## src/memreq_pkg.sv

```systemverilog
package memreq_pkg;

  localparam int ADDR_WIDTH = 28;
  localparam int ID_WIDTH = 4;
  localparam int LEN_WIDTH = 8;
  localparam int DATA_WIDTH = 32;
  localparam int BYTES_PER_BEAT = 4;
  localparam int FIFO_DEPTH = 16;  // Also caps the burst length at 15

  // Request and reply codes
  localparam logic [7:0] CMD_STORE = 8'h01;
  localparam logic [7:0] CMD_FETCH = 8'h80;
  localparam logic [7:0] CMD_WDONE = 8'h02;
  localparam logic [7:0] CMD_WFAIL = 8'h03;
  localparam logic [7:0] CMD_RDATA = 8'h81;
  localparam logic [7:0] CMD_RFAIL = 8'h82;

  localparam logic [1:0] RESP_OKAY = 2'b00;

  typedef struct packed {
    logic [7:0] data;
    logic       last;
  } byte_beat_t;

  typedef struct packed {
    logic                  is_read;
    logic [ID_WIDTH-1:0]   id;
    logic [LEN_WIDTH-1:0]  len;
    logic [ADDR_WIDTH-1:0] addr;
  } mem_cmd_t;

  typedef struct packed {
    logic [DATA_WIDTH-1:0] data;
    logic                  last;
  } wr_beat_t;

  typedef struct packed {
    logic [DATA_WIDTH-1:0] data;
    logic                  okay;
    logic                  last;
  } rd_beat_t;

  typedef struct packed {
    logic                okay;
    logic [ID_WIDTH-1:0] id;
  } wr_status_t;

  // Shared by AW and AR
  typedef struct packed {
    logic [ADDR_WIDTH-1:0] addr;
    logic [ID_WIDTH-1:0]   id;
    logic [LEN_WIDTH-1:0]  len;
  } axi_aw_t;

  typedef struct packed {
    logic [DATA_WIDTH-1:0] data;
    logic                  last;
  } axi_w_t;

  typedef struct packed {
    logic [1:0]          resp;
    logic [ID_WIDTH-1:0] id;
  } axi_b_t;

  typedef struct packed {
    logic [DATA_WIDTH-1:0] data;
    logic [1:0]            resp;
    logic                  last;
    logic [ID_WIDTH-1:0]   id;
  } axi_r_t;

endpackage

```

## src/cmd_parser.sv

```systemverilog
module cmd_parser (
  input  logic                   bus_clock,
  input  logic                   bus_reset,
  input  logic                   s_valid_i,
  output logic                   s_ready_o,
  input  memreq_pkg::byte_beat_t s_byte_i,
  output logic                   cmd_valid_o,
  input  logic                   cmd_ready_i,
  output memreq_pkg::mem_cmd_t   cmd_o,
  output logic                   hdr_valid_o,
  input  logic                   hdr_ready_i,
  output memreq_pkg::mem_cmd_t   hdr_o,
  output logic                   d_valid_o,
  input  logic                   d_ready_i,
  output memreq_pkg::byte_beat_t d_byte_o,
  input  logic                   done_i
);

  typedef enum logic [1:0] {ST_HDR, ST_DATA, ST_WAIT} state_t;

  state_t               state_q;
  logic [5:0]           ptr_q;  // One-hot header byte pointer
  logic                 cmd_valid_q;
  logic                 hdr_valid_q;
  memreq_pkg::mem_cmd_t cmd_q;
  logic                 s_xfer;

  assign s_ready_o   = (state_q == ST_HDR) || (state_q == ST_DATA && d_ready_i);
  assign s_xfer      = s_valid_i && s_ready_o;
  assign cmd_valid_o = cmd_valid_q;
  assign hdr_valid_o = hdr_valid_q;
  assign cmd_o       = cmd_q;
  assign hdr_o       = cmd_q;
  assign d_valid_o   = (state_q == ST_DATA) && s_valid_i;
  assign d_byte_o    = s_byte_i;  // STORE payload passes straight through

  always_ff @(posedge bus_clock) begin
    if (bus_reset) begin
      state_q     <= ST_HDR;
      ptr_q       <= 6'b000001;
      cmd_valid_q <= 1'b0;
      hdr_valid_q <= 1'b0;
    end else begin
      if (cmd_valid_q && cmd_ready_i) cmd_valid_q <= 1'b0;
      if (hdr_valid_q && hdr_ready_i) hdr_valid_q <= 1'b0;
      case (state_q)
        ST_HDR: begin
          if (s_xfer) begin
            ptr_q <= {ptr_q[4:0], ptr_q[5]};
            if (ptr_q[5]) begin
              cmd_valid_q <= 1'b1;
              hdr_valid_q <= 1'b1;
              state_q     <= cmd_q.is_read ? ST_WAIT : ST_DATA;
            end
          end
        end
        ST_DATA: if (s_xfer && s_byte_i.last) state_q <= ST_WAIT;
        ST_WAIT: if (done_i) state_q <= ST_HDR;  // Reply has left
        default: state_q <= ST_HDR;
      endcase
    end
  end

  always_ff @(posedge bus_clock) begin
    if (state_q == ST_HDR && s_xfer) begin
      case (1'b1)
        ptr_q[0]: cmd_q.is_read <= s_byte_i.data[7];  // Bit 7 selects FETCH
        ptr_q[1]: cmd_q.len <= s_byte_i.data;
        ptr_q[2]: cmd_q.addr[7:0] <= s_byte_i.data;
        ptr_q[3]: cmd_q.addr[15:8] <= s_byte_i.data;
        ptr_q[4]: cmd_q.addr[23:16] <= s_byte_i.data;
        ptr_q[5]: {cmd_q.id, cmd_q.addr[27:24]} <= s_byte_i.data;
        default: ;
      endcase
    end
  end

endmodule

```

## src/word_packer.sv

```systemverilog
module word_packer (
  input  logic                   bus_clock,
  input  logic                   bus_reset,
  input  logic                   d_valid_i,
  output logic                   d_ready_o,
  input  memreq_pkg::byte_beat_t d_byte_i,
  output logic                   beat_valid_o,
  input  logic                   beat_ready_i,
  output memreq_pkg::wr_beat_t   beat_o
);

  logic [1:0]                      lane_q;
  logic [memreq_pkg::DATA_WIDTH-9:0] low_q;  // First three bytes of the word
  memreq_pkg::wr_beat_t            beat_q;
  logic                            beat_valid_q;
  logic                            top_lane;
  logic                            take;

  assign top_lane     = lane_q == 2'(memreq_pkg::BYTES_PER_BEAT - 1);
  assign d_ready_o    = !top_lane || !beat_valid_q || beat_ready_i;
  assign take         = d_valid_i && d_ready_o;
  assign beat_valid_o = beat_valid_q;
  assign beat_o       = beat_q;

  always_ff @(posedge bus_clock) begin
    if (bus_reset) begin
      lane_q       <= '0;
      beat_valid_q <= 1'b0;
    end else begin
      if (beat_valid_q && beat_ready_i) beat_valid_q <= 1'b0;
      if (take) begin
        lane_q <= lane_q + 2'd1;
        if (top_lane) beat_valid_q <= 1'b1;
      end
    end
  end

  // Shift right so the first byte ends up in the low lane
  always_ff @(posedge bus_clock) begin
    if (take) begin
      if (top_lane) begin
        beat_q.data <= {d_byte_i.data, low_q};
        beat_q.last <= d_byte_i.last;
      end else begin
        low_q <= {d_byte_i.data, low_q[memreq_pkg::DATA_WIDTH-9:8]};
      end
    end
  end

endmodule

```

## src/beat_fifo.sv

```systemverilog
module beat_fifo #(
  parameter type payload_t = logic,
  parameter int  DEPTH     = memreq_pkg::FIFO_DEPTH
) (
  input  logic     bus_clock,
  input  logic     bus_reset,
  input  logic     in_valid_i,
  output logic     in_ready_o,
  input  payload_t in_i,
  output logic     out_valid_o,
  input  logic     out_ready_i,
  output payload_t out_o
);

  payload_t                   mem_q [DEPTH];
  logic [$clog2(DEPTH)-1:0]   wr_ptr_q;
  logic [$clog2(DEPTH)-1:0]   rd_ptr_q;
  logic [$clog2(DEPTH+1)-1:0] count_q;
  logic                       push;
  logic                       pop;

  assign in_ready_o  = count_q != DEPTH;
  assign out_valid_o = count_q != '0;
  assign out_o       = mem_q[rd_ptr_q];
  assign push        = in_valid_i && in_ready_o;
  assign pop         = out_valid_o && out_ready_i;

  always_ff @(posedge bus_clock) begin
    if (bus_reset) begin
      wr_ptr_q <= '0;
      rd_ptr_q <= '0;
      count_q  <= '0;
    end else begin
      if (push) wr_ptr_q <= (wr_ptr_q == DEPTH - 1) ? '0 : wr_ptr_q + 1'b1;
      if (pop) rd_ptr_q <= (rd_ptr_q == DEPTH - 1) ? '0 : rd_ptr_q + 1'b1;
      case ({push, pop})
        2'b10:   count_q <= count_q + 1'b1;
        2'b01:   count_q <= count_q - 1'b1;
        default: ;
      endcase
    end
  end

  always_ff @(posedge bus_clock) begin
    if (push) mem_q[wr_ptr_q] <= in_i;
  end

endmodule

```

## src/axi_port.sv

```systemverilog
module axi_port (
  input  logic                   bus_clock,
  input  logic                   bus_reset,
  input  logic                   cmd_valid_i,
  output logic                   cmd_ready_o,
  input  memreq_pkg::mem_cmd_t   cmd_i,
  input  logic                   wb_valid_i,
  output logic                   wb_ready_o,
  input  memreq_pkg::wr_beat_t   wb_i,
  output logic                   awvalid_o,
  input  logic                   awready_i,
  output memreq_pkg::axi_aw_t    aw_o,
  output logic                   wvalid_o,
  input  logic                   wready_i,
  output memreq_pkg::axi_w_t     w_o,
  input  logic                   bvalid_i,
  output logic                   bready_o,
  input  memreq_pkg::axi_b_t     b_i,
  output logic                   arvalid_o,
  input  logic                   arready_i,
  output memreq_pkg::axi_aw_t    ar_o,
  input  logic                   rvalid_i,
  output logic                   rready_o,
  input  memreq_pkg::axi_r_t     r_i,
  output logic                   ws_valid_o,
  input  logic                   ws_ready_i,
  output memreq_pkg::wr_status_t ws_o,
  output logic                   rb_valid_o,
  input  logic                   rb_ready_i,
  output memreq_pkg::rd_beat_t   rb_o
);

  typedef enum logic [1:0] {ST_IDLE, ST_ADDR, ST_DATA, ST_RESP} state_t;

  state_t              state_q;
  logic                is_read_q;
  logic                awvalid_q;
  logic                arvalid_q;
  memreq_pkg::axi_aw_t addr_q;
  logic                wr_data;
  logic                rd_data;

  assign cmd_ready_o = state_q == ST_IDLE;
  assign wr_data     = (state_q == ST_DATA) && !is_read_q;
  assign rd_data     = (state_q == ST_DATA) && is_read_q;

  assign awvalid_o = awvalid_q;
  assign arvalid_o = arvalid_q;
  assign aw_o      = addr_q;
  assign ar_o      = addr_q;

  assign wvalid_o   = wr_data && wb_valid_i;
  assign wb_ready_o = wr_data && wready_i;
  assign w_o.data   = wb_i.data;
  assign w_o.last   = wb_i.last;

  // Write response goes straight on to the reply stage
  assign bready_o   = (state_q == ST_RESP) && ws_ready_i;
  assign ws_valid_o = (state_q == ST_RESP) && bvalid_i;
  assign ws_o.okay  = b_i.resp == memreq_pkg::RESP_OKAY;
  assign ws_o.id    = b_i.id;

  assign rready_o   = rd_data && rb_ready_i;
  assign rb_valid_o = rd_data && rvalid_i;
  assign rb_o.data  = r_i.data;
  assign rb_o.okay  = r_i.resp == memreq_pkg::RESP_OKAY;
  assign rb_o.last  = r_i.last;

  always_ff @(posedge bus_clock) begin
    if (bus_reset) begin
      state_q   <= ST_IDLE;
      awvalid_q <= 1'b0;
      arvalid_q <= 1'b0;
    end else begin
      case (state_q)
        ST_IDLE: begin
          if (cmd_valid_i) begin
            state_q   <= ST_ADDR;
            awvalid_q <= !cmd_i.is_read;
            arvalid_q <= cmd_i.is_read;
          end
        end
        ST_ADDR: begin
          if ((awvalid_q && awready_i) || (arvalid_q && arready_i)) begin
            state_q   <= ST_DATA;
            awvalid_q <= 1'b0;
            arvalid_q <= 1'b0;
          end
        end
        ST_DATA: begin
          if (wvalid_o && wready_i && wb_i.last) state_q <= ST_RESP;
          else if (rvalid_i && rready_o && r_i.last) state_q <= ST_IDLE;
        end
        ST_RESP: if (bvalid_i && bready_o) state_q <= ST_IDLE;
        default: state_q <= ST_IDLE;
      endcase
    end
  end

  always_ff @(posedge bus_clock) begin
    if (cmd_valid_i && cmd_ready_o) begin
      is_read_q   <= cmd_i.is_read;
      addr_q.addr <= cmd_i.addr;
      addr_q.id   <= cmd_i.id;
      addr_q.len  <= cmd_i.len;
    end
  end

endmodule

```

## src/reply_builder.sv

```systemverilog
module reply_builder (
  input  logic                   bus_clock,
  input  logic                   bus_reset,
  input  logic                   hdr_valid_i,
  output logic                   hdr_ready_o,
  input  memreq_pkg::mem_cmd_t   hdr_i,
  input  logic                   ws_valid_i,
  output logic                   ws_ready_o,
  input  memreq_pkg::wr_status_t ws_i,
  input  logic                   rb_valid_i,
  output logic                   rb_ready_o,
  input  memreq_pkg::rd_beat_t   rb_i,
  output logic                   m_valid_o,
  input  logic                   m_ready_i,
  output memreq_pkg::byte_beat_t m_byte_o,
  output logic                   done_o
);

  typedef enum logic [2:0] {ST_IDLE, ST_STAT, ST_CODE, ST_ID, ST_DATA} state_t;

  state_t                        state_q;
  logic [1:0]                    lane_q;
  logic                          is_read_q;
  logic [memreq_pkg::ID_WIDTH-1:0] id_q;
  logic [7:0]                    code_q;
  logic                          top_lane;
  logic                          xfer;

  assign top_lane    = lane_q == 2'(memreq_pkg::BYTES_PER_BEAT - 1);
  assign hdr_ready_o = state_q == ST_IDLE;
  assign ws_ready_o  = (state_q == ST_STAT) && !is_read_q;
  assign rb_ready_o  = (state_q == ST_DATA) && top_lane && m_ready_i;  // Pop after 4th byte
  assign m_valid_o   = (state_q == ST_CODE) || (state_q == ST_ID) ||
                       ((state_q == ST_DATA) && rb_valid_i);
  assign xfer        = m_valid_o && m_ready_i;
  assign done_o      = xfer && m_byte_o.last;

  always_comb begin
    m_byte_o = '0;
    case (state_q)
      ST_CODE: m_byte_o.data = code_q;
      ST_ID: begin
        m_byte_o.data = {{(8 - memreq_pkg::ID_WIDTH){1'b0}}, id_q};
        m_byte_o.last = !is_read_q;  // STORE reply ends here
      end
      ST_DATA: begin
        m_byte_o.data = rb_i.data[{lane_q, 3'b000} +: 8];
        m_byte_o.last = rb_i.last && top_lane;
      end
      default: ;
    endcase
  end

  always_ff @(posedge bus_clock) begin
    if (bus_reset) begin
      state_q <= ST_IDLE;
      lane_q  <= '0;
    end else begin
      case (state_q)
        ST_IDLE: if (hdr_valid_i) state_q <= ST_STAT;
        ST_STAT: begin
          if ((!is_read_q && ws_valid_i) || (is_read_q && rb_valid_i)) state_q <= ST_CODE;
        end
        ST_CODE: if (xfer) state_q <= ST_ID;
        ST_ID: begin
          if (xfer) begin
            state_q <= is_read_q ? ST_DATA : ST_IDLE;
            lane_q  <= '0;
          end
        end
        ST_DATA: begin
          if (xfer) begin
            lane_q <= lane_q + 2'd1;
            if (m_byte_o.last) state_q <= ST_IDLE;
          end
        end
        default: state_q <= ST_IDLE;
      endcase
    end
  end

  always_ff @(posedge bus_clock) begin
    if (state_q == ST_IDLE && hdr_valid_i) begin
      is_read_q <= hdr_i.is_read;
      id_q      <= hdr_i.id;
    end
    if (state_q == ST_STAT) begin
      if (!is_read_q && ws_valid_i) begin
        code_q <= ws_i.okay ? memreq_pkg::CMD_WDONE : memreq_pkg::CMD_WFAIL;
        id_q   <= ws_i.id;
      end else if (is_read_q && rb_valid_i) begin
        // Status peeked from the first read beat
        code_q <= rb_i.okay ? memreq_pkg::CMD_RDATA : memreq_pkg::CMD_RFAIL;
      end
    end
  end

endmodule

```

## src/memreq_top.sv

```systemverilog
module memreq_top (
  input  logic                   bus_clock,
  input  logic                   bus_reset,
  input  logic                   s_valid_i,
  output logic                   s_ready_o,
  input  memreq_pkg::byte_beat_t s_byte_i,
  output logic                   m_valid_o,
  input  logic                   m_ready_i,
  output memreq_pkg::byte_beat_t m_byte_o,
  output logic                   awvalid_o,
  input  logic                   awready_i,
  output memreq_pkg::axi_aw_t    aw_o,
  output logic                   wvalid_o,
  input  logic                   wready_i,
  output memreq_pkg::axi_w_t     w_o,
  input  logic                   bvalid_i,
  output logic                   bready_o,
  input  memreq_pkg::axi_b_t     b_i,
  output logic                   arvalid_o,
  input  logic                   arready_i,
  output memreq_pkg::axi_aw_t    ar_o,
  input  logic                   rvalid_i,
  output logic                   rready_o,
  input  memreq_pkg::axi_r_t     r_i
);

  logic                   cmd_valid, cmd_ready;
  memreq_pkg::mem_cmd_t   cmd;
  logic                   hdr_valid, hdr_ready;
  memreq_pkg::mem_cmd_t   hdr;
  logic                   d_valid, d_ready;
  memreq_pkg::byte_beat_t d_byte;
  logic                   pk_valid, pk_ready;  // Packer into write FIFO
  memreq_pkg::wr_beat_t   pk_beat;
  logic                   wb_valid, wb_ready;
  memreq_pkg::wr_beat_t   wb;
  logic                   ws_valid, ws_ready;
  memreq_pkg::wr_status_t ws;
  logic                   rp_valid, rp_ready;  // Port into read FIFO
  memreq_pkg::rd_beat_t   rp_beat;
  logic                   rb_valid, rb_ready;
  memreq_pkg::rd_beat_t   rb;
  logic                   done;

  cmd_parser u_parser (
    .bus_clock, .bus_reset,
    .s_valid_i, .s_ready_o, .s_byte_i,
    .cmd_valid_o(cmd_valid), .cmd_ready_i(cmd_ready), .cmd_o(cmd),
    .hdr_valid_o(hdr_valid), .hdr_ready_i(hdr_ready), .hdr_o(hdr),
    .d_valid_o(d_valid), .d_ready_i(d_ready), .d_byte_o(d_byte),
    .done_i(done)
  );

  word_packer u_packer (
    .bus_clock, .bus_reset,
    .d_valid_i(d_valid), .d_ready_o(d_ready), .d_byte_i(d_byte),
    .beat_valid_o(pk_valid), .beat_ready_i(pk_ready), .beat_o(pk_beat)
  );

  beat_fifo #(
    .payload_t(memreq_pkg::wr_beat_t),
    .DEPTH    (memreq_pkg::FIFO_DEPTH)
  ) u_wr_fifo (
    .bus_clock, .bus_reset,
    .in_valid_i(pk_valid), .in_ready_o(pk_ready), .in_i(pk_beat),
    .out_valid_o(wb_valid), .out_ready_i(wb_ready), .out_o(wb)
  );

  axi_port u_port (
    .bus_clock, .bus_reset,
    .cmd_valid_i(cmd_valid), .cmd_ready_o(cmd_ready), .cmd_i(cmd),
    .wb_valid_i(wb_valid), .wb_ready_o(wb_ready), .wb_i(wb),
    .awvalid_o, .awready_i, .aw_o,
    .wvalid_o, .wready_i, .w_o,
    .bvalid_i, .bready_o, .b_i,
    .arvalid_o, .arready_i, .ar_o,
    .rvalid_i, .rready_o, .r_i,
    .ws_valid_o(ws_valid), .ws_ready_i(ws_ready), .ws_o(ws),
    .rb_valid_o(rp_valid), .rb_ready_i(rp_ready), .rb_o(rp_beat)
  );

  beat_fifo #(
    .payload_t(memreq_pkg::rd_beat_t),
    .DEPTH    (memreq_pkg::FIFO_DEPTH)
  ) u_rd_fifo (
    .bus_clock, .bus_reset,
    .in_valid_i(rp_valid), .in_ready_o(rp_ready), .in_i(rp_beat),
    .out_valid_o(rb_valid), .out_ready_i(rb_ready), .out_o(rb)
  );

  reply_builder u_reply (
    .bus_clock, .bus_reset,
    .hdr_valid_i(hdr_valid), .hdr_ready_o(hdr_ready), .hdr_i(hdr),
    .ws_valid_i(ws_valid), .ws_ready_o(ws_ready), .ws_i(ws),
    .rb_valid_i(rb_valid), .rb_ready_o(rb_ready), .rb_i(rb),
    .m_valid_o, .m_ready_i, .m_byte_o,
    .done_o(done)
  );

endmodule

```

## config.mk

```make
export PLATFORM = sky130hd
export DESIGN_NAME = memreq_top
export DESIGN_NICKNAME = d
export VERILOG_FILES = /design/src/memreq_pkg.sv /design/src/cmd_parser.sv /design/src/word_packer.sv /design/src/beat_fifo.sv /design/src/axi_port.sv /design/src/reply_builder.sv /design/src/memreq_top.sv
export SDC_FILE = /design/constraint.sdc
export NUM_CORES = 1
export LEC_CHECK = 0
export BUFFER_PORTS_ARGS = -buffer_cell sky130_fd_sc_hd__buf_2
export CAP_MARGIN = 10
export CORE_MARGIN = 8
export CORE_UTILIZATION = 40
export CTS_CLUSTER_DIAMETER = 40
export DETAILED_ROUTE_END_ITERATION = 12
export HOLD_SLACK_MARGIN = 0.12
export PLACE_DENSITY_LB_ADDON = 0.3
export SYNTH_ARGS = -nofsm -noshare
export SYNTH_HDL_FRONTEND = slang
export SYNTH_SLANG_ARGS = --single-unit
```

## constraint.sdc

```tcl
create_clock -name bus_clock -period 3.6 [get_ports bus_clock]
set_input_delay 0.36 -clock bus_clock [delete_from_list [all_inputs] [get_ports bus_clock]]
set_output_delay 0.36 -clock bus_clock [all_outputs]
set_load 0.02 [all_outputs]
```

==> results of run 1 <==
==> critical path: stages (launching register included) <==
cell     delay [ns]
dfxtp_4        0.45
buf_12         0.19
buf_16         0.16
buf_4          0.15
mux4_2         0.51
mux4_2         0.53
a22oi_2        0.17
nand2_1        0.09
buf_2          0.17
==> cell usage after synthesis, types with 3 or more instances <==
| cell type | count |
|---|---|
| nand2b_1 | 6 |
| dfxtp_1 | 60 |
| or3_1 | 4 |
| clkbuf_1 | 44 |
| nor2b_1 | 12 |
| nand4_1 | 3 |
| buf_6 | 3 |
| nand2_1 | 53 |
| a211o_1 | 3 |
| a211oi_1 | 3 |
| edfxtp_1 | 1215 |
| xnor2_1 | 3 |
| mux4_2 | 319 |
| xor2_1 | 9 |
| a31oi_1 | 6 |
| buf_2 | 32 |
| mux2i_1 | 31 |
| nor3_1 | 18 |
| ha_1 | 19 |
| a22oi_1 | 13 |
| inv_1 | 18 |
| o21ai_0 | 23 |
| nor2_1 | 80 |
| buf_4 | 49 |
| and3_1 | 12 |
| buf_1 | 11 |
| a21oi_1 | 47 |
| a311oi_1 | 4 |
| mux2_2 | 10 |
| nand3_1 | 4 |
| and2_1 | 13 |
==> worst paths after layout <==
check	slack [ns]	to	cells past startpoint
setup / recovery	0.06	m_byte_o[6]	8
setup reg to reg	0.27	u_rd_fifo.count_q[4]	12
hold / removal	0.30	u_port.state_q[1]	5
hold reg to reg	0.41	u_port.ar_o[3]	0
==> flip-flops by register name, indices dropped and copies added (netlist names), 3 cells and up, named ones only <==
signal / flops
u_packer.beat_o: 33
u_packer.low_q: 24
u_parser.cmd_o: 41
u_parser.ptr_q: 6
u_port.ar_o: 40
u_rd_fifo.count_q: 5
u_rd_fifo.mem_q: 544
u_rd_fifo.rd_ptr_q: 4
u_rd_fifo.wr_ptr_q: 4
u_reply.code_q: 3
u_reply.id_q: 4
u_reply.state_q: 3
u_wr_fifo.count_q: 5
u_wr_fifo.mem_q: 528
u_wr_fifo.rd_ptr_q: 4
u_wr_fifo.wr_ptr_q: 4
==> routing by layer <==
metal | vias up | track usage, % | part of all wire, %
met5 | - | 0 | 0.058
met4 | 10 | 4.37 | 2.0
met3 | 174 | 3.97 | 6.4
met2 | 817 | 28.6 | 51
met1 | 12400 | 22.1 | 41
li1 | 9829 | - | -
==> cells in the final DEF, fill, tap and decap left out, types with 26 or more instances in the layout <==
master	count
buf_2	187
clkbuf_1	26
a21oi_1	47
mux4_2	319
nand2_1	53
nor2_1	67
clkbuf_16	160
dfxtp_1	52
mux2i_1	27
buf_12	37
edfxtp_1	1215
buf_4	64
dlygate4sd3_1	56
==> power by group through the flow <==
stage	registers, µW	clock network, µW	logic, µW
6_report	16100	16000	247
5_1_grt	16100	16900	268
4_1_cts	16100	16300	247
3_5_place_dp	16400	0	192
3_3_place_gp	16400	0	178
2_1_floorplan	16400	0	44.1
==> per-stage QoR <==
stage	TNS, ns	util (%)
2_1_floorplan	0	-
3_3_place_gp	0	43.2
3_5_place_dp	0	43.2
4_1_cts	-0.00476	48.4
5_1_grt	-0.0731	48.6
6_report	0	48.6
==> timing repair <==
action,CTS,global route
hold buffers,56,0
pin swaps,1,2
endpoints found under the hold margin,623,0
endpoints found under the setup margin,14,9
buffers inserted,10,13
cloned,1,0
resized for setup,14,14
==> layout make-up <==
type / instances / area share [%]
sequential: 1275 / 64.8
multi-input combinational: 734 / 17.3
clock buffer: 187 / 7.07
timing repair buffer: 355 / 5.04
tap: 1612 / 3.47
clock inverter: 99 / 2.23
inverter: 19 / 0.123
antenna: 3 / 0.0129
==> cells by family (layout without fill, tap and decap cells) <==
family / Yosys count / in the layout / synth area share [%]
multiplexers: 360 / 360 / 15.7
other: 0 / 3 / 0
flip-flops: 1275 / 1275 / 78.0
buffers and inverters: 158 / 660 / 1.74
AND/OR/NAND/NOR: 224 / 224 / 2.25
adder cells (fa/ha/maj): 20 / 20 / 0.534
AO/OA/AOI/OAI: 118 / 118 / 1.51
XOR/XNOR: 12 / 12 / 0.218
==> key figures, run 1 <==
Synth
  • Synthesis warning total: 0
  • Synthesized flop and latch total: 1,275
  • Synth top area share: 75.5%
  • Yosys cell types: 60
  • Area leader, netlist: edfxtp_1
  • Synth Cell Area: about 48,000 µm²
  • Net count after synthesis: 2,250
  • Synth Flop Type: edfxtp_1
  • Number of flops mapped to enable cells by yosys: 1,215
  • Seq/Total Area, Yosys: 78.0%
  • Synth area leaders: edfxtp_1, mux4_2, dfxtp_1, buf_4, mux2i_1
  • Asr flop ratio synth: 0%
  • Cells after Synth: 2,167
  • Syn avg cell area: 22.3 µm²

Cells and area
  • Multi-input logic area: around 10,000 µm²
  • Final net count: between 2,000 and 3,000
  • Sequential cell area: 37,700 µm²
  • Final Instance Area: 58,200 µm²
  • Number of fill cells: roughly 9,600
  • Post-route insts no fill: between 4,000 and 5,000
  • Layout cells sized above 1: 35.4%
  • Area growth, synth to finish: 20.5%

Timing
  • Final setup margin: 0.0605 ns
  • Hold slack final: 0.298 ns
  • Max Clk Rate: about 280 MHz
  • Final min period: approximately 3.5 ns
  • Slew Limit Fails: 0
  • Hold Violations, Final: 0
  • Clk_skew: ~0.05 ns
  • Rel. slew slack: 23.5%
  • RSZ-0062 raised after global routing: yes
  • Final period util: 98.3%
  • Worst-margin pin slew: roughly 1.1 ns
  • Setup violators final: 0

Job
  • MaxCap Viol Count: 0

Critical path
  • FF-to-FF Start: u_rd_fifo.count_q[2]
  • WS Path Type: flip-flop to output port
  • Critical path arrival: 3.18 ns
  • Worst EP required: 3.24 ns
  • Worst setup EP type: output port
  • Crit Path Max Fanout: 12
  • Worst setup SP type: flip-flop

Place
  • Placed instance area: roughly 52,000 µm²
  • IO Port Bufs: 187
  • Final HPWL DP: 63,900 µm
  • Dpl ws: 0.323 ns
  • Post-Place Cells: between 3,000 and 4,000
  • GPL Wtd Cong: around 0.77

Power
  • Sequential Power Share: roughly 50%
  • VDD IR-drop max: about 500 µV
  • Pwr/cell area: 556 nW/µm²
  • Cell Int Power: between 20,000 and 30,000 µW
  • Sw Share: between 20% and 30%
  • Logic pwr share: less than 1%
  • Switching power total: 6480 µW
  • Pleak: 0.0182 µW
  • Clock power frac: 49.4%
  • Total power draw: about 32,000 µW

Routing
  • Final ANT Viol Nets: 0
  • Via count: 23,300
  • Number of DRC markers in iteration 0: 2,101
  • DRT Pass-1 Iters: 5
  • DRT Wirelength: 113,000 µm
  • Vias per inst: 5.43
  • DRC Markers: 0
  • Per-cell routed wire length: 26.3 µm

Floorplanning
  • Rows: 127
  • Die ar.: 132,000 µm²
  • Initial Util: 40.3%
  • Core Footprint: 120,000 µm²
  • Die Y: 364 µm
  • I/O pin cnt: 192
  • Die width: approximately 360 µm

Worst hold path
  • Hold Crit Class: primary input to flip-flop
  • Hold path start: arready_i

CTS
  • CTS tree: done
  • CTS H-tree lvls: 4
  • Maximum clock insertion buffer count: 3
  • CTS root buf: clkbuf_16
  • Number of CTS-inserted buffers: 158
  • CTS clock-pin slew for the worst setup and hold paths: ~0.06 ns
  • Worst-skew pair later-pin latency: 0.75 ns
  • Clock sink count: 1,275

Global route
  • Initial antenna violation count: 11
  • First-pass GRT wire length: 164,000 µm
  • Largest net degree at the start of global routing: 51
  • Total global-route track usage: roughly 17%
  • Number of global-route vias before repair: approximately 24,000
  • Grt ovf: 0

Run status
  • Outcome: completed
Note: power is estimated with default switching activity, not from simulation.
==> run 2, diff against run 1 <==
--- a/config.mk
+++ b/config.mk
@@ -5,12 +5,14 @@
 export SDC_FILE = /design/constraint.sdc
 export NUM_CORES = 1
 export LEC_CHECK = 0
-export BUFFER_PORTS_ARGS = -buffer_cell sky130_fd_sc_hd__buf_2
 export CAP_MARGIN = 10
+export CELL_PAD_IN_SITES_DETAIL_PLACEMENT = 1
+export CELL_PAD_IN_SITES_GLOBAL_PLACEMENT = 1
 export CORE_MARGIN = 8
 export CORE_UTILIZATION = 40
 export CTS_CLUSTER_DIAMETER = 40
 export DETAILED_ROUTE_END_ITERATION = 12
+export DONT_BUFFER_PORTS = 1
 export HOLD_SLACK_MARGIN = 0.12
 export PLACE_DENSITY_LB_ADDON = 0.3
 export SYNTH_ARGS = -nofsm -noshare
==> run 2 against run 1 <==
Net effect: setup slack gained 0.041 ns; sequential share of layout area grew 1.2 points; die area is the same; clock skew shrank 0.0089 ns; power grew 0.55%; sequential cell count is the same; maximum frequency grew 1.2%; critical path depth shrank 3; via count shrank 3.9%; non-clock buffer count shrank 199; worst hold slack gained 0.0087 ns; highest routed layer unchanged.
==> key figures, run 2 (synthesized netlist as in run 1, its figures left out) <==
Critical path
  • CP delay by family, top: multiplexers
  • Worst setup EP type: output port
  • CP dominant cell by count: mux4_2
  • WS Path Type: flip-flop to output port
  • Worst EP required: 3.24 ns (about the same)
  • Max incr delay on CP: 0.55 ns (+0.02 ns)
  • Worst path bufs/invs: 1 (-3)
  • Crit Path Max Fanout: 24 (+12)
  • Worst setup SP type: flip-flop
  • Critical path arrival: 3.14 ns (-0.04 ns)
  • Cell Chain, Critical Path: buf_16 > mux4_2 > mux4_2 > a221oi_2 > nand2_2
  • Slowest CP cell: mux4_2

Cells and area
  • Layout cells sized above 1: 30.8% (-4.6 points)
  • Most frequent cells in the layout: edfxtp_1, mux4_2, clkbuf_16
  • Final net count: 2,431 (-7.4%)
  • Final core occ: 47.7% (-0.90 points)
  • Commonest non-fill, non-tap cell in the layout: edfxtp_1
  • Area growth, synth to finish: 18.3%
  • Max reg flops: 544 (unchanged)
  • Top reg by flops: u_rd_fifo.mem_q
  • Final Instance Area: 57,100 µm² (-1.8%)

Power
  • Switching power total: 6720 µW (+3.6%)
  • Cell Int Power: 25,800 µW (-0.22%)
  • Sequential Power Share: 49.5% (-0.3 points)
  • Pleak: 0.0175 µW (-4.3%)
  • Pwr/cell area: 570 nW/µm² (+2.4%)
  • Logic pwr share: 0.7% (about the same)
  • Clock power frac: 49.8% (+0.4 points)
  • Total power draw: 32,600 µW (+0.55%)
  • VDD IR-drop max: 553 µV (+11%)
  • Sw Share: 20.6% (+0.61 points)

Global route
  • Largest net degree at the start of global routing: 130 (+150%)
  • First-pass GRT wire length: 168,000 µm (+2.4%)
  • Number of global-route vias before repair: 24,200 (-0.82%)
  • Grt ovf: 0 (unchanged)
  • Total global-route track usage: 17.5% (+0.59 points)
  • Initial antenna violation count: 13 (+2)

Floorplanning
  • I/O pin cnt: 192 (unchanged)
  • Die width: 364 µm (unchanged)
  • Initial Util: 40.3% (unchanged)
  • Die ar.: 132,000 µm² (unchanged)
  • Die Y: 364 µm (unchanged)
  • Rows: 127 (unchanged)
  • Core Footprint: 120,000 µm² (unchanged)

Routing
  • Per-cell routed wire length: 28.5 µm (+8.2%)
  • DRC Markers: 0 (unchanged)
  • Vias per inst: 5.45 (+0.36%)
  • Number of DRC markers in iteration 0: 2,031 (-3.3%)
  • Via count: 22,400 (-3.9%)
  • DRT Wirelength: 117,000 µm (+3.6%)
  • DRT Pass-1 Iters: 5 (unchanged)
  • Final ANT Viol Nets: 0 (unchanged)

CTS
  • Number of CTS-inserted buffers: 162 (+2.5%)
  • CTS H-tree lvls: 4 (unchanged)
  • Worst-skew pair later-pin latency: 0.77 ns (+0.02 ns)
  • CTS clock-pin slew for the worst setup and hold paths: 0.05 ns (about the same)
  • CTS root buf: clkbuf_16
  • CTS tree: done
  • Clock sink count: 1,275 (unchanged)
  • Maximum clock insertion buffer count: 3 (unchanged)

Place
  • GPL Wtd Cong: 0.751 (-2.3%)
  • IO Port Bufs: 0 (-100%)
  • Placed instance area: 50,700 µm² (-2.1%)
  • Final HPWL DP: 66,200 µm (+3.6%)
  • Dpl ws: 0.189 ns (-0.134 ns)

Timing
  • Final min period: 3.50 ns (-0.0413 ns)
  • Post-route setup TNS: 0 ns (unchanged)
  • Final period util: 97.2% (-1.1 points)
  • Max Clk Rate: 286 MHz (+1.2%)
  • Slew Limit Fails: 0 (unchanged)
  • RSZ-0062 raised after global routing: yes
  • Rel. slew slack: 26.0% (+2.4 points)
  • Worst-margin pin slew: 1.11 ns (-0.0365 ns)
  • Hold Violations, Final: 0 (unchanged)
  • Clk_skew: 0.0413 ns (-0.00888 ns)
  • Final setup margin: 0.102 ns (+0.0413 ns)
  • Setup violators final: 0 (unchanged)

Job
  • MaxCap Viol Count: 0 (unchanged)

Run status
  • Outcome: completed

Worst hold path
  • Hold Crit Class: primary input to flip-flop
run 2: cell count changes in the layout (fill, tap and decap cells not counted), sizes merged:
| cell | previous run | this run |
|---|---|---|
| inv | 41 | 50 |
| buf | 298 | 97 |
| diode | 3 | 7 |
| clkinv | 43 | 65 |
| clkbuf | 188 | 177 |
| dlygate4sd3 | 56 | 57 |
| clkinvlp | 15 | 13 |
| bufinv | 19 | 14 |
| bufbuf | 0 | 2 |
run 2: repair_timing:
item,CTS,global route
hold buffers,58,0
endpoints found under the hold margin,666,0
buffers inserted,4,3
gates resized for setup,19,9
gates cloned,2,0
setup endpoints to repair,8,9
pin swaps,0,1
run 2: power groups by stage:
stage / sequential [µW] / clock, µW / combinational [µW]
global placement: 16400 / 0 / 50.1
global route: 16100 / 17000 / 234
detailed placement: 16400 / 0 / 51.7
floorplan: 16400 / 0 / 44.1
finish: 16100 / 16200 / 216
CTS: 16100 / 16500 / 215
run 2: stage by stage:
step	hold slack (ns)	instances
global placement	0.405	3729
CTS	0.240	4093
detailed placement	0.406	3729
global route	0.286	4098
floorplan	0.400	2167
finish	0.307	4103
run 2: worst paths after layout:
path                              from              endpoint  slack, ns  cells past startpoint
hold / removal                  b_i[1]       u_reply.id_q[1]       0.31                      3
hold reg to reg     u_parser.cmd_o[34]        u_port.ar_o[6]       0.41                      0
setup / recovery             flip-flop           m_byte_o[4]       0.10                      5
setup reg to reg  u_rd_fifo.count_q[2]  u_rd_fifo.count_q[4]       0.26                     13
run 2: layout make-up:
class	instances	area [µm²]
fill	10800	62700
sequential	1275	37700
multi-input combinational	734	10100
clock buffer	177	4220
tap	1612	2020
timing repair buffer	156	1720
clock inverter	123	1320
inverter	19	71.3
antenna	7	17.5
run 2: worst reg2reg max path, delay by kind of cell, from the launching register on:
family	cells	cell delay [ns]
buf+inv	1	0.08
xor+xnor	1	0.12
flops	1	0.36
mux	1	0.27
compound gates	5	0.89
simple gates	3	0.96
fa+ha+maj	2	0.56
run 2: metal layers:
layer / share of wire, % / global-route usage (%) / up-vias
met5: 0.045 / 0 / -
met4: 1.9 / 4.11 / 8
met3: 6.3 / 4.90 / 169
met2: 50 / 29.4 / 624
met1: 42 / 22.6 / 12100
li1: - / - / 9425
